$ cat config.mk
export PLATFORM = sky130hd
export DESIGN_NAME = max7219_display
export DESIGN_NICKNAME = d
export VERILOG_FILES = /design/src/design/max7219_pkg.sv /design/src/design/display_pkg.sv /design/src/design/bin_to_bcd.sv /design/src/design/segment_encoder.sv /design/src/design/digit_formatter.sv /design/src/design/frame_sequencer.sv /design/src/design/frame_serializer.sv /design/src/design/max7219_display.sv
export SDC_FILE = /design/constraint.sdc
export NUM_CORES = 1
export LEC_CHECK = 0
export ABC_AREA = 1
export BUFFER_PORTS_ARGS = -buffer_cell sky130_fd_sc_hd__buf_2
export CAP_MARGIN = 25
export CORE_UTILIZATION = 55
export DETAILED_ROUTE_END_ITERATION = 6
export HOLD_SLACK_MARGIN = 0.05
export PLACE_DENSITY = 0.79
export SETUP_SLACK_MARGIN = 0.4
export SLEW_MARGIN = 10
export SYNTH_ARGS = -nofsm -noshare
export SYNTH_HDL_FRONTEND = slang
export SYNTH_HIERARCHICAL = 1
export SYNTH_SLANG_ARGS = --single-unit
$ cat constraint.sdc
create_clock -name clk -period 15.3 [get_ports clk]
set_input_delay 3.06 -clock clk [delete_from_list [all_inputs] [get_ports clk]]
set_output_delay 3.06 -clock clk [all_outputs]
set_load 0.005 [all_outputs]
$ cat src/design/max7219_pkg.sv
// MAX7219 register map and 16-bit frame layout for no-decode mode only; readback and display test are not supported
package max7219_pkg;

    typedef logic [7:0] reg_addr_t;
    typedef logic [7:0] reg_data_t;

    // Digit registers follow ADDR_DIGIT0 at consecutive addresses
    localparam reg_addr_t ADDR_DIGIT0     = 8'h01;
    localparam reg_addr_t ADDR_DECODE     = 8'h09;
    localparam reg_addr_t ADDR_INTENSITY  = 8'h0a;
    localparam reg_addr_t ADDR_SCAN_LIMIT = 8'h0b;
    localparam reg_addr_t ADDR_SHUTDOWN   = 8'h0c;

    // Data written during the configuration sequence
    localparam reg_data_t DECODE_NONE     = 8'h00;
    localparam reg_data_t SCAN_ALL_DIGITS = 8'h07;
    localparam reg_data_t SHUTDOWN_NORMAL = 8'h01;

    // The address byte goes out first, both bytes MSB first
    typedef struct packed {
        reg_addr_t addr;
        reg_data_t data;
    } frame_t;

    localparam int FRAME_BITS = $bits(frame_t);

    // Decode mode, intensity, scan limit and normal operation
    localparam int NUM_INIT_FRAMES = 4;

    localparam int NUM_DIGITS = 8;

    typedef logic [$clog2(NUM_DIGITS)-1:0] digit_index_t;

    // Position whose decimal point is lit, digit register 3 on the wire
    localparam digit_index_t DP_DIGIT = 3'd2;

endpackage

$ cat src/design/display_pkg.sv
// Value, BCD and segment types for a six-digit signed display; segment bits follow the MAX7219 no-decode order a..g
package display_pkg;

    typedef logic signed [23:0] display_value_t;

    typedef logic [19:0] magnitude_t;

    typedef logic [3:0] bcd_digit_t;

    // Hundred-thousands in the top nibble so the flat vector reads as plain BCD
    typedef struct packed {
        bcd_digit_t hundred_thousands;
        bcd_digit_t ten_thousands;
        bcd_digit_t thousands;
        bcd_digit_t hundreds;
        bcd_digit_t tens;
        bcd_digit_t ones;
    } bcd_t;

    // Bit 6 is segment a, bit 0 is segment g
    typedef logic [6:0] segments_t;

    // Codes above 9 that the encoder understands besides hex c to f
    localparam bcd_digit_t CODE_MINUS = 4'ha;
    localparam bcd_digit_t CODE_BLANK = 4'hb;

    // Largest magnitude that fits in six digits
    localparam magnitude_t MAX_MAGNITUDE = 20'd999999;

    localparam segments_t SEG_0     = 7'b1111110;
    localparam segments_t SEG_1     = 7'b0110000;
    localparam segments_t SEG_2     = 7'b1101101;
    localparam segments_t SEG_3     = 7'b1111001;
    localparam segments_t SEG_4     = 7'b0110011;
    localparam segments_t SEG_5     = 7'b1011011;
    localparam segments_t SEG_6     = 7'b1011111;
    localparam segments_t SEG_7     = 7'b1110000;
    localparam segments_t SEG_8     = 7'b1111111;
    localparam segments_t SEG_9     = 7'b1111011;
    localparam segments_t SEG_MINUS = 7'b0000001;
    localparam segments_t SEG_BLANK = 7'b0000000;
    localparam segments_t SEG_C     = 7'b1001110;
    localparam segments_t SEG_D     = 7'b0111101;
    localparam segments_t SEG_E     = 7'b1001111;
    localparam segments_t SEG_F     = 7'b1000111;

endpackage

$ cat src/design/bin_to_bcd.sv
// Purely combinational double-dabble; magnitudes above 999999 overflow the sixth digit and give wrong BCD
`timescale 1ns/1ns

module bin_to_bcd (
    input  display_pkg::magnitude_t magnitude,
    output display_pkg::bcd_t       bcd
);
    import display_pkg::*;

    localparam int NUM_BCD = $bits(bcd_t) / $bits(bcd_digit_t);

    always_comb begin
        logic [$bits(bcd_t)-1:0] acc;

        acc = '0;
        for (int i = 0; i < $bits(magnitude_t); i++) begin
            // Any digit of 5 or more would pass 9 after the next shift
            for (int d = 0; d < NUM_BCD; d++) begin
                if (acc[4*d +: 4] >= 4'd5) begin
                    acc[4*d +: 4] = acc[4*d +: 4] + 4'd3;
                end
            end
            acc = {acc[$bits(bcd_t)-2:0], magnitude[$bits(magnitude_t)-1-i]};
        end
        bcd = bcd_t'(acc);
    end

endmodule

$ cat src/design/segment_encoder.sv
// Character set of the display: 0-9, minus, blank and hex c-f; bit 6 drives segment a, decimal point not included
`timescale 1ns/1ns

module segment_encoder (
    input  display_pkg::bcd_digit_t code,
    output display_pkg::segments_t  segments
);
    import display_pkg::*;

    always_comb begin
        unique case (code)
            4'h0:       segments = SEG_0;
            4'h1:       segments = SEG_1;
            4'h2:       segments = SEG_2;
            4'h3:       segments = SEG_3;
            4'h4:       segments = SEG_4;
            4'h5:       segments = SEG_5;
            4'h6:       segments = SEG_6;
            4'h7:       segments = SEG_7;
            4'h8:       segments = SEG_8;
            4'h9:       segments = SEG_9;
            CODE_MINUS: segments = SEG_MINUS;
            CODE_BLANK: segments = SEG_BLANK;
            4'hc:       segments = SEG_C;
            4'hd:       segments = SEG_D;
            4'he:       segments = SEG_E;
            4'hf:       segments = SEG_F;
        endcase
    end

endmodule

$ cat src/design/digit_formatter.sv
// Value is sampled every cycle with one cycle of latency; leading zeros are shown and magnitudes over 999999 are not supported
`timescale 1ns/1ns

module digit_formatter (
    input  logic                      clk,
    input  logic                      arst_n,
    input  display_pkg::display_value_t value,
    input  max7219_pkg::digit_index_t digit_index,
    output display_pkg::segments_t    digit_segments
);
    import display_pkg::*;
    import max7219_pkg::*;

    logic                               negative;
    logic [$bits(display_value_t)-1:0]  abs_value;
    magnitude_t                         magnitude;
    bcd_t                               bcd;
    bcd_digit_t                         code;

    always_ff @(posedge clk or negedge arst_n) begin
        if (!arst_n) begin
            negative  <= 1'b0;
            abs_value <= '0;
        end else begin
            negative <= value < 0;
            if (value < 0) begin
                abs_value <= -value;
            end else begin
                abs_value <= value;
            end
        end
    end

    assign magnitude = magnitude_t'(abs_value);

    bin_to_bcd u_bin_to_bcd (
        .magnitude (magnitude),
        .bcd       (bcd)
    );

    // Position 6 carries the sign, position 7 stays dark
    always_comb begin
        unique case (digit_index)
            3'd0:    code = bcd.ones;
            3'd1:    code = bcd.tens;
            3'd2:    code = bcd.hundreds;
            3'd3:    code = bcd.thousands;
            3'd4:    code = bcd.ten_thousands;
            3'd5:    code = bcd.hundred_thousands;
            3'd6:    code = negative ? CODE_MINUS : CODE_BLANK;
            default: code = CODE_BLANK;
        endcase
    end

    segment_encoder u_segment_encoder (
        .code     (code),
        .segments (digit_segments)
    );

    a_magnitude_in_range: assert property (
        @(posedge clk) disable iff (!arst_n) abs_value <= MAX_MAGNITUDE
    ) else $error("digit_formatter: magnitude %0d does not fit in six digits", abs_value);

endmodule

$ cat src/design/frame_sequencer.sv
// Sends the four configuration frames once after reset, then refreshes digits 1 to 8 forever; waits on busy between frames
`timescale 1ns/1ns

module frame_sequencer #(
    parameter int BRIGHTNESS = 4
) (
    input  logic                      clk,
    input  logic                      arst_n,
    input  logic                      busy,
    input  display_pkg::segments_t    digit_segments,
    output max7219_pkg::digit_index_t digit_index,
    output max7219_pkg::frame_t       frame,
    output logic                      frame_load
);
    import max7219_pkg::*;

    localparam int INIT_W = $clog2(NUM_INIT_FRAMES);

    typedef enum logic [1:0] {
        INIT,
        WAIT_INIT,
        REFRESH,
        WAIT_REFRESH
    } state_t;

    state_t            state;
    logic [INIT_W-1:0] init_cnt;
    logic              issue;
    logic              frame_done;
    frame_t            next_frame;

    assign issue = (state == INIT || state == REFRESH) && !busy;

    // Busy only rises the cycle after the load pulse, so that cycle is not a finished frame
    assign frame_done = !busy && !frame_load;

    always_comb begin
        next_frame.addr = ADDR_DIGIT0 + reg_addr_t'(digit_index);
        next_frame.data = {digit_index == DP_DIGIT, digit_segments};
        if (state == INIT) begin
            unique case (init_cnt)
                2'd0:    next_frame = '{addr: ADDR_DECODE, data: DECODE_NONE};
                2'd1:    next_frame = '{addr: ADDR_INTENSITY, data: reg_data_t'(BRIGHTNESS)};
                2'd2:    next_frame = '{addr: ADDR_SCAN_LIMIT, data: SCAN_ALL_DIGITS};
                default: next_frame = '{addr: ADDR_SHUTDOWN, data: SHUTDOWN_NORMAL};
            endcase
        end
    end

    always_ff @(posedge clk or negedge arst_n) begin
        if (!arst_n) begin
            state       <= INIT;
            init_cnt    <= '0;
            digit_index <= '0;
            frame_load  <= 1'b0;
        end else begin
            frame_load <= issue;
            unique case (state)
                INIT: begin
                    if (issue) begin
                        state <= WAIT_INIT;
                    end
                end
                WAIT_INIT: begin
                    if (frame_done) begin
                        if (init_cnt == INIT_W'(NUM_INIT_FRAMES - 1)) begin
                            state <= REFRESH;
                        end else begin
                            init_cnt <= init_cnt + 1'b1;
                            state    <= INIT;
                        end
                    end
                end
                REFRESH: begin
                    if (issue) begin
                        state <= WAIT_REFRESH;
                    end
                end
                WAIT_REFRESH: begin
                    if (frame_done) begin
                        if (digit_index == digit_index_t'(NUM_DIGITS - 1)) begin
                            digit_index <= '0;
                        end else begin
                            digit_index <= digit_index + 1'b1;
                        end
                        state <= REFRESH;
                    end
                end
            endcase
        end
    end

    always_ff @(posedge clk) begin
        if (issue) begin
            frame <= next_frame;
        end
    end

    a_no_load_while_busy: assert property (
        @(posedge clk) disable iff (!arst_n) frame_load |-> !busy
    ) else $error("frame_sequencer: frame_load raised while the serializer is busy");

endmodule

$ cat src/design/frame_serializer.sv
// Sends one 16-bit frame in 35 ticks of CLK_DIV clk cycles each; frame_load is ignored unless the shifter is idle
`timescale 1ns/1ns

module frame_serializer #(
    parameter int CLK_DIV = 4
) (
    input  logic                clk,
    input  logic                arst_n,
    input  max7219_pkg::frame_t frame,
    input  logic                frame_load,
    output logic                busy,
    output logic                mosi,
    output logic                sclk,
    output logic                sel
);
    import max7219_pkg::*;

    localparam int DIV_W = (CLK_DIV > 1) ? $clog2(CLK_DIV) : 1;
    localparam int CNT_W = $clog2(FRAME_BITS);

    typedef enum logic [2:0] {
        IDLE,
        SELECT,
        SHIFT,
        TAIL,
        DESELECT
    } state_t;

    state_t                state;
    logic [DIV_W-1:0]      div_cnt;
    logic                  tick;
    logic [CNT_W-1:0]      bit_cnt;
    logic                  half;
    logic [FRAME_BITS-1:0] shift_reg;

    // Free-running divider, so the first tick after a load may come early
    assign tick = div_cnt == DIV_W'(CLK_DIV - 1);

    always_ff @(posedge clk or negedge arst_n) begin
        if (!arst_n) begin
            div_cnt <= '0;
        end else if (tick) begin
            div_cnt <= '0;
        end else begin
            div_cnt <= div_cnt + 1'b1;
        end
    end

    always_ff @(posedge clk or negedge arst_n) begin
        if (!arst_n) begin
            state   <= IDLE;
            busy    <= 1'b0;
            sel     <= 1'b1;
            sclk    <= 1'b0;
            mosi    <= 1'b0;
            bit_cnt <= '0;
            half    <= 1'b0;
        end else if (state == IDLE) begin
            if (frame_load) begin
                busy  <= 1'b1;
                state <= SELECT;
            end
        end else if (tick) begin
            unique case (state)
                SELECT: begin
                    sel     <= 1'b0;
                    bit_cnt <= '0;
                    half    <= 1'b0;
                    state   <= SHIFT;
                end
                SHIFT: begin
                    // First half puts the bit on mosi, second half clocks it in
                    if (!half) begin
                        mosi <= shift_reg[FRAME_BITS-1];
                        sclk <= 1'b0;
                        half <= 1'b1;
                    end else begin
                        sclk    <= 1'b1;
                        half    <= 1'b0;
                        bit_cnt <= bit_cnt + 1'b1;
                        if (bit_cnt == CNT_W'(FRAME_BITS - 1)) begin
                            state <= TAIL;
                        end
                    end
                end
                TAIL: begin
                    sclk  <= 1'b0;
                    mosi  <= 1'b0;
                    state <= DESELECT;
                end
                default: begin
                    sel   <= 1'b1;
                    busy  <= 1'b0;
                    state <= IDLE;
                end
            endcase
        end
    end

    always_ff @(posedge clk) begin
        if (state == IDLE && frame_load) begin
            shift_reg <= frame;
        end else if (tick && state == SHIFT && half) begin
            shift_reg <= {shift_reg[FRAME_BITS-2:0], 1'b0};
        end
    end

    a_sel_high_when_idle: assert property (
        @(posedge clk) disable iff (!arst_n) !busy |-> sel
    ) else $error("frame_serializer: sel low while not busy");

    a_sclk_low_when_deselected: assert property (
        @(posedge clk) disable iff (!arst_n) sel |-> !sclk
    ) else $error("frame_serializer: sclk high while sel is high");

endmodule

$ cat src/design/max7219_display.sv
// Drives an eight-digit MAX7219 display from a signed value in one clk domain; serial rate is clk / (2 * CLK_DIV)
`timescale 1ns/1ns

module max7219_display #(
    parameter int CLK_DIV    = 4,
    parameter int BRIGHTNESS = 4
) (
    input  logic                        clk,
    input  logic                        arst_n,
    input  display_pkg::display_value_t value,
    output logic                        mosi,
    output logic                        sclk,
    output logic                        sel
);
    import display_pkg::*;
    import max7219_pkg::*;

    frame_t       frame;
    logic         frame_load;
    logic         busy;
    digit_index_t digit_index;
    segments_t    digit_segments;

    digit_formatter u_digit_formatter (
        .clk            (clk),
        .arst_n         (arst_n),
        .value          (value),
        .digit_index    (digit_index),
        .digit_segments (digit_segments)
    );

    frame_sequencer #(
        .BRIGHTNESS (BRIGHTNESS)
    ) u_frame_sequencer (
        .clk            (clk),
        .arst_n         (arst_n),
        .busy           (busy),
        .digit_segments (digit_segments),
        .digit_index    (digit_index),
        .frame          (frame),
        .frame_load     (frame_load)
    );

    frame_serializer #(
        .CLK_DIV (CLK_DIV)
    ) u_frame_serializer (
        .clk        (clk),
        .arst_n     (arst_n),
        .frame      (frame),
        .frame_load (frame_load),
        .busy       (busy),
        .mosi       (mosi),
        .sclk       (sclk),
        .sel        (sel)
    );

endmodule

### Word-level counts from Yosys, hierarchy flattened

Memory sizes are Yosys's and may differ from the RTL's.
Cells that the tools add are included.

| storage, ports and cells | value |
|---|---|
| input bits | 26 |
| logic and storage cells | 289 |
| bits in read-only memories | 112 |
| register bits after elaboration | 75 |
| memories kept | 1 |
| output and inout port bits | 3 |

| operators by class | value |
|---|---|
| bitwise operators | 3 |
| order comparisons | 58 |
| reductions and logical operators | 28 |
| mux-type cells | 91 |
| equality and inequality tests | 28 |
| add/sub/neg operators | 63 |

Memories:

| memory | depth | bits a word | read ports | clocked after memory_dff | wr ports | line | text |
|---|---|---|---|---|---|---|---|
| (name not given) | 16 | 7 | 1 | 0 | 0 | segment_encoder.sv:11 | `unique case (code)` |

Operators by type and width:

| operator | number |
|---|---|
| 4-bit two-way mux | 56 |
| 4-bit by 3-bit greater-or-equal comparator with 1-bit output (second input constant) | 51 |
| 4-bit by 2-bit adder with 4-bit output (second input constant) | 50 |
| 16-bit two-way mux | 3 |
| 11-bit case mux with 3 select lines | 1 |
| 4-bit case mux with 7 select lines | 1 |
| 24-bit by 1-bit < comparator with 1-bit output (second input constant) | 1 |
| 3-bit two-way mux | 8 |
| 3-bit by 2-bit adder with 4-bit output (second input constant) | 5 |
| 20-bit two-way mux | 1 |
| 20-bit negator | 1 |
| 3-bit greater-or-equal comparator (second input constant) | 6 |
| 4-bit AND reduction | 4 |
| 3-bit AND reduction | 5 |
| 3-bit by 2-bit == test with 1-bit output (second input constant) | 4 |
| 3-bit == test (second input constant) | 4 |
| 2-bit two-way mux | 6 |
| 2-bit by 1-bit inequality test with 1-bit output (second input constant) | 6 |
| 2-bit == test (second input constant) | 5 |
| 3-bit case mux with 3 select lines | 1 |
| 1-bit two-way mux | 8 |
| 1-bit case mux with 2 select lines | 4 |
| 2-bit case mux with 4 select lines | 1 |
| 4-bit case mux with 2 select lines | 1 |
| other kinds (20) | 38 |

### Depth between registers and ports, before layout

An unclocked memory read counts as a cell.

| depth | value |
|---|---|
| word-level depth | 37 |
| gate-level depth with buffers | 111 |
| depth with buffers taken out | 111 |

### Hierarchy

The synthesis kept the hierarchy.

By module, submodules not included:

| module | area each (um^2) | seq. area each (um^2) | instances | cells each |
|---|---|---|---|---|
| bin_to_bcd | 5851.9 | 0.0 | 1 | 1101 |
| frame_serializer | 1476.4 | 832.0 | 1 | 164 |
| digit_formatter | 1353.8 | 525.5 | 1 | 195 |
| frame_sequencer | 932.1 | 560.5 | 1 | 92 |
| segment_encoder | 259.0 | 0.0 | 1 | 51 |

### Worst setup path before layout

No wires, ideal clock.

| timing | value |
|---|---|
| kind | register -> register |
| from | reg u_digit_formatter.abs_value[17] |
| to | reg u_frame_sequencer/frame[0] (netlist name) |
| data required time | 15044 ps |
| clock period less this slack | 10633 ps |
| library setup time | 256 ps |
| data arrival time | 10377 ps |
| setup slack | 4667 ps |
| cell stages (with the launch flop) | 98 |
| path buffers | 0 |
| cells stage by stage | dfrtp_1 > ha_1 > inv_1 > nand2_2 > nand2_1 > nand2_1 > nand2_1 > ha_1 > inv_2 > or2_2 > nand2_2 > nand2_2 > nand2_1 > and2_4 > ha_1 > inv_1 > nor2_1 > inv_1 > [62 not listed] > ha_1 > inv_1 > nor2_1 > o21ai_2 > xor2_1 > nand2_1 > nand2_1 > a21oi_1 > nand2_1 > inv_1 > ha_1 > inv_1 > nand2_1 > nand2_1 > nand2_1 > nand2_1 > nor2_1 > o21ai_1 |

RTL lines:

| what | line | text |
|---|---|---|
| start, declared | digit_formatter.sv:15 | `logic [$bits(display_value_t)-1:0] abs_value;` |
| start signal, assigned | digit_formatter.sv:27 | `abs_value <= -value;` |
| start signal, assigned | digit_formatter.sv:29 | `abs_value <= value;` |

==> flow_metrics.tcl <==
set metrics [dict create \
    max_cap_violations 0 \
    critPathMaxStageDelay_ns 0.43 \
    clk-insertion-delay-late_ns 0.34 \
    regArea_um2 1920 \
    hold_viol_final 0 \
    floorplan_die_width_um 136 \
    cts_setup_buffers 0 \
    die_height_um 136 \
    clkSinkCount 71 \
    post_synth_instance_area_um2 9870 \
    worst_pin_slew_ns 0.494 \
    ant_nets 0 \
    core_area_um2 17400 \
    worst_hold_path_type "flip-flop to flip-flop" \
    clock-skew-final_ns 0.00874 \
    yosysUniqueCellTypes 48 \
    initial_core_util_pct 56.7 \
    remaining_global_route_overflow 0 \
    cts.clk_slew.worst_paths_ns 0.06 \
    detail_route.vias_per_cell 5.09 \
    worst_hold_startpoint "u_frame_serializer/div_cnt[0]$_DFF_PN0_" \
    detailedPlacementHpwl_um 15300 \
    fillcell_total 1617 \
    wl_um 19000 \
    antenna_cells_inserted 0 \
    crit_path_max_fanout 6 \
    crit_path_end_kind "flip-flop" \
    grt_start_max_net_pins 44 \
    cell_type_with_the_highest_occurrence_count_on_the_critical_path "nand2_1" \
    postSynth.asyncResetShare_pct 60.6 \
    final_period_demand_of_the_worst_path_ns 12.00 \
    detail_route.first_pass.iterations 5 \
    total_drc_errors_in_the_routed_layout 0 \
    maxClockFrequency_mhz 83.3 \
    largest_reg_flops 20 \
    rows 48 \
    finalSetupTns_ns 0 \
    io_buffer_count 25 \
    reg2reg_from "u_digit_formatter/abs_value[17]$_DFF_PN0_" \
    cell_at_the_root_of_the_clock_tree "clkbuf_16" \
    finish.net_count 1714 \
    synthesis.instances 1603 \
    cts_hold_buffers 0 \
    relative_slew_slack_pct 66.8 \
    gp_congestion 0.881 \
    critical_path_class "flip-flop to flip-flop" \
    global_route.usage.total_pct 21.6 \
    cp.required_ns 15.39 \
    rsz_0062_raised_after_global_routing "false" \
    floorplan.io_pins 29 \
    postSynthAreaPerCell_um2 6.16 \
    finish.instance_area_um2 10600 \
    slowest_stage "dfrtp_1" \
    sequential_fraction_of_the_synthesis_area_pct 19.4 \
    area_used_by_multi_input_combinational_logic_um2 6870 \
    timing.critical_path.from "u_digit_formatter/abs_value[17]$_DFF_PN0_" \
    number_of_cts_inserted_buffers 9 \
    cp-start-kind "flip-flop" \
    cts_max_level 3 \
    post_synth_edffs 28 \
    route.detailed.wl_per_inst_um 10.2 \
    synth-main-ff-cell "dfrtp_1" \
    antenna_found_initial 0 \
    worst-endpoint-arrival_ns 12.09 \
    timing.final.setup_violations 0 \
    dieArea_um2 18500 \
    outcome "finished, final reports clean" \
    post_cts_resized 0 \
    ys.warnings.count 6 \
    area_growth_pct 7.10 \
    dr_total_vias 9486 \
    synth_seq_cells 71 \
    period_utilization_post_route_pct 78.4 \
    cts_tree "done" \
    initialDrtViolationCount 527 \
    dpl-instance-area_um2 10200 \
    cts_buffer_depth 2 \
    drive_above_1_share_pct 18.8 \
    first_global_vias 8357 \
    grt_first_pass_wirelength_um 33900 \
    maxSlewViolCount 0 \
]
## per-layer routing
layer / up-vias / routed length [µm] / global-route usage, %
li1: 5171 / - / -
met1: 4162 / 9440 / 28.5
met2: 137 / 8800 / 37.5
met3: 16 / 593 / 2.46
met4: 0 / 189 / 5.06
met5: - / 0 / 0
## final cells by class
type | instances | area share (%)
clock buffer | 13 | 2.86
clock inverter | 3 | 0.189
inverter | 271 | 9.62
multi-input combinational | 1253 | 65.0
sequential | 71 | 18.1
tap | 225 | 2.66
timing repair buffer | 28 | 1.51
## layout by cell type (no fill, tap or decap), drive strengths merged
master / instances
nand2: 692
inv: 269
nand3: 231
nor2: 70
o21ai: 70
ha: 54
nand4: 51
dfrtp: 42
edfxtp: 28
buf: 28
xor2: 25
clkbuf: 13
a21oi: 12
nand3b: 10
xnor2: 5
and2: 5
o21bai: 4
conb: 4
a21o: 4
or2: 3
clkinv: 3
o31ai: 3
a21boi: 3
clkinvlp: 2
o22ai: 2
o211ai: 2
nor3: 2
o2111ai: 1
dfstp: 1
## stage by stage
| stage | worst slack (ns) | util [%] | hold slack, ns | std cells |
|---|---|---|---|---|
| 3_5_place_dp | 3.33 | 58.7 | 0.424 | 1846 |
| 5_1_grt | 1.97 | 60.7 | 0.449 | 1864 |
| 2_1_floorplan | 4.67 | - | 0.403 | 1606 |
| 6_report | 3.30 | 60.7 | 0.424 | 1864 |
| 4_1_cts | 3.30 | 60.6 | 0.429 | 1862 |
| 3_3_place_gp | 3.71 | 58.7 | 0.412 | 1846 |
## worst max-delay path, delay by kind of cell, from the launching register on
kind                       cells  cell delay, ns
and+or+nand+nor               64            6.34
adders and majority gates     14            2.66
buffers and inverters         14            1.01
AOI/OAI and AO/OA              6            0.92
DFF                            1            0.43
xor gates and xnor gates       2            0.41
## synth_stat cells, drive strengths merged, types with 3 or more instances
master | instances | area share, %
o21bai | 4 | 0.30
dfrtp | 42 | 11
buf | 11 | 0.76
ha | 54 | 6.8
inv | 269 | 10
nand3b | 10 | 0.76
xor2 | 25 | 2.4
a21boi | 3 | 0.27
nor2 | 70 | 3.2
o31ai | 3 | 0.28
o21ai | 70 | 4.3
xnor2 | 5 | 0.52
a21oi | 12 | 0.65
or2 | 3 | 0.19
a21o | 4 | 0.32
nand3 | 231 | 14
nand2 | 692 | 31
edfxtp | 28 | 8.5
and2 | 5 | 0.35
nand4 | 51 | 3.2
## final timing paths
| kind | end | slack (ns) | depth (start not counted) |
|---|---|---|---|
| max | u_frame_sequencer/frame[0]$_DFFE_PP_ | 3.30 | 100 |
| min | u_frame_serializer/div_cnt[0]$_DFF_PN0_ | 0.42 | 1 |
| max reg2reg | u_frame_sequencer/frame[0]$_DFFE_PP_ | 3.30 | 100 |
| min reg2reg | u_frame_serializer/div_cnt[0]$_DFF_PN0_ | 0.42 | 1 |
| max in group asynchronous | u_frame_serializer/sel$_DFFE_PN1P_ | 12.17 | 2 |
| min in group asynchronous | u_frame_sequencer/init_cnt[1]$_DFFE_PN0P_ | 2.60 | 1 |
## kinds of logic after synthesis
family          Yosys count  synth area share [%]
flops                    71                  19.4
simple gates           1064                  53.2
other cells               1                0.0380
xor+xnor                 30                  2.89
fa+ha+maj                54                  6.84
compound gates          101                  6.53
buf+inv                 282                  11.1
Power is not shown: default switching activity piles up to over one toggle a cycle in this logic, so the estimate is an artifact.
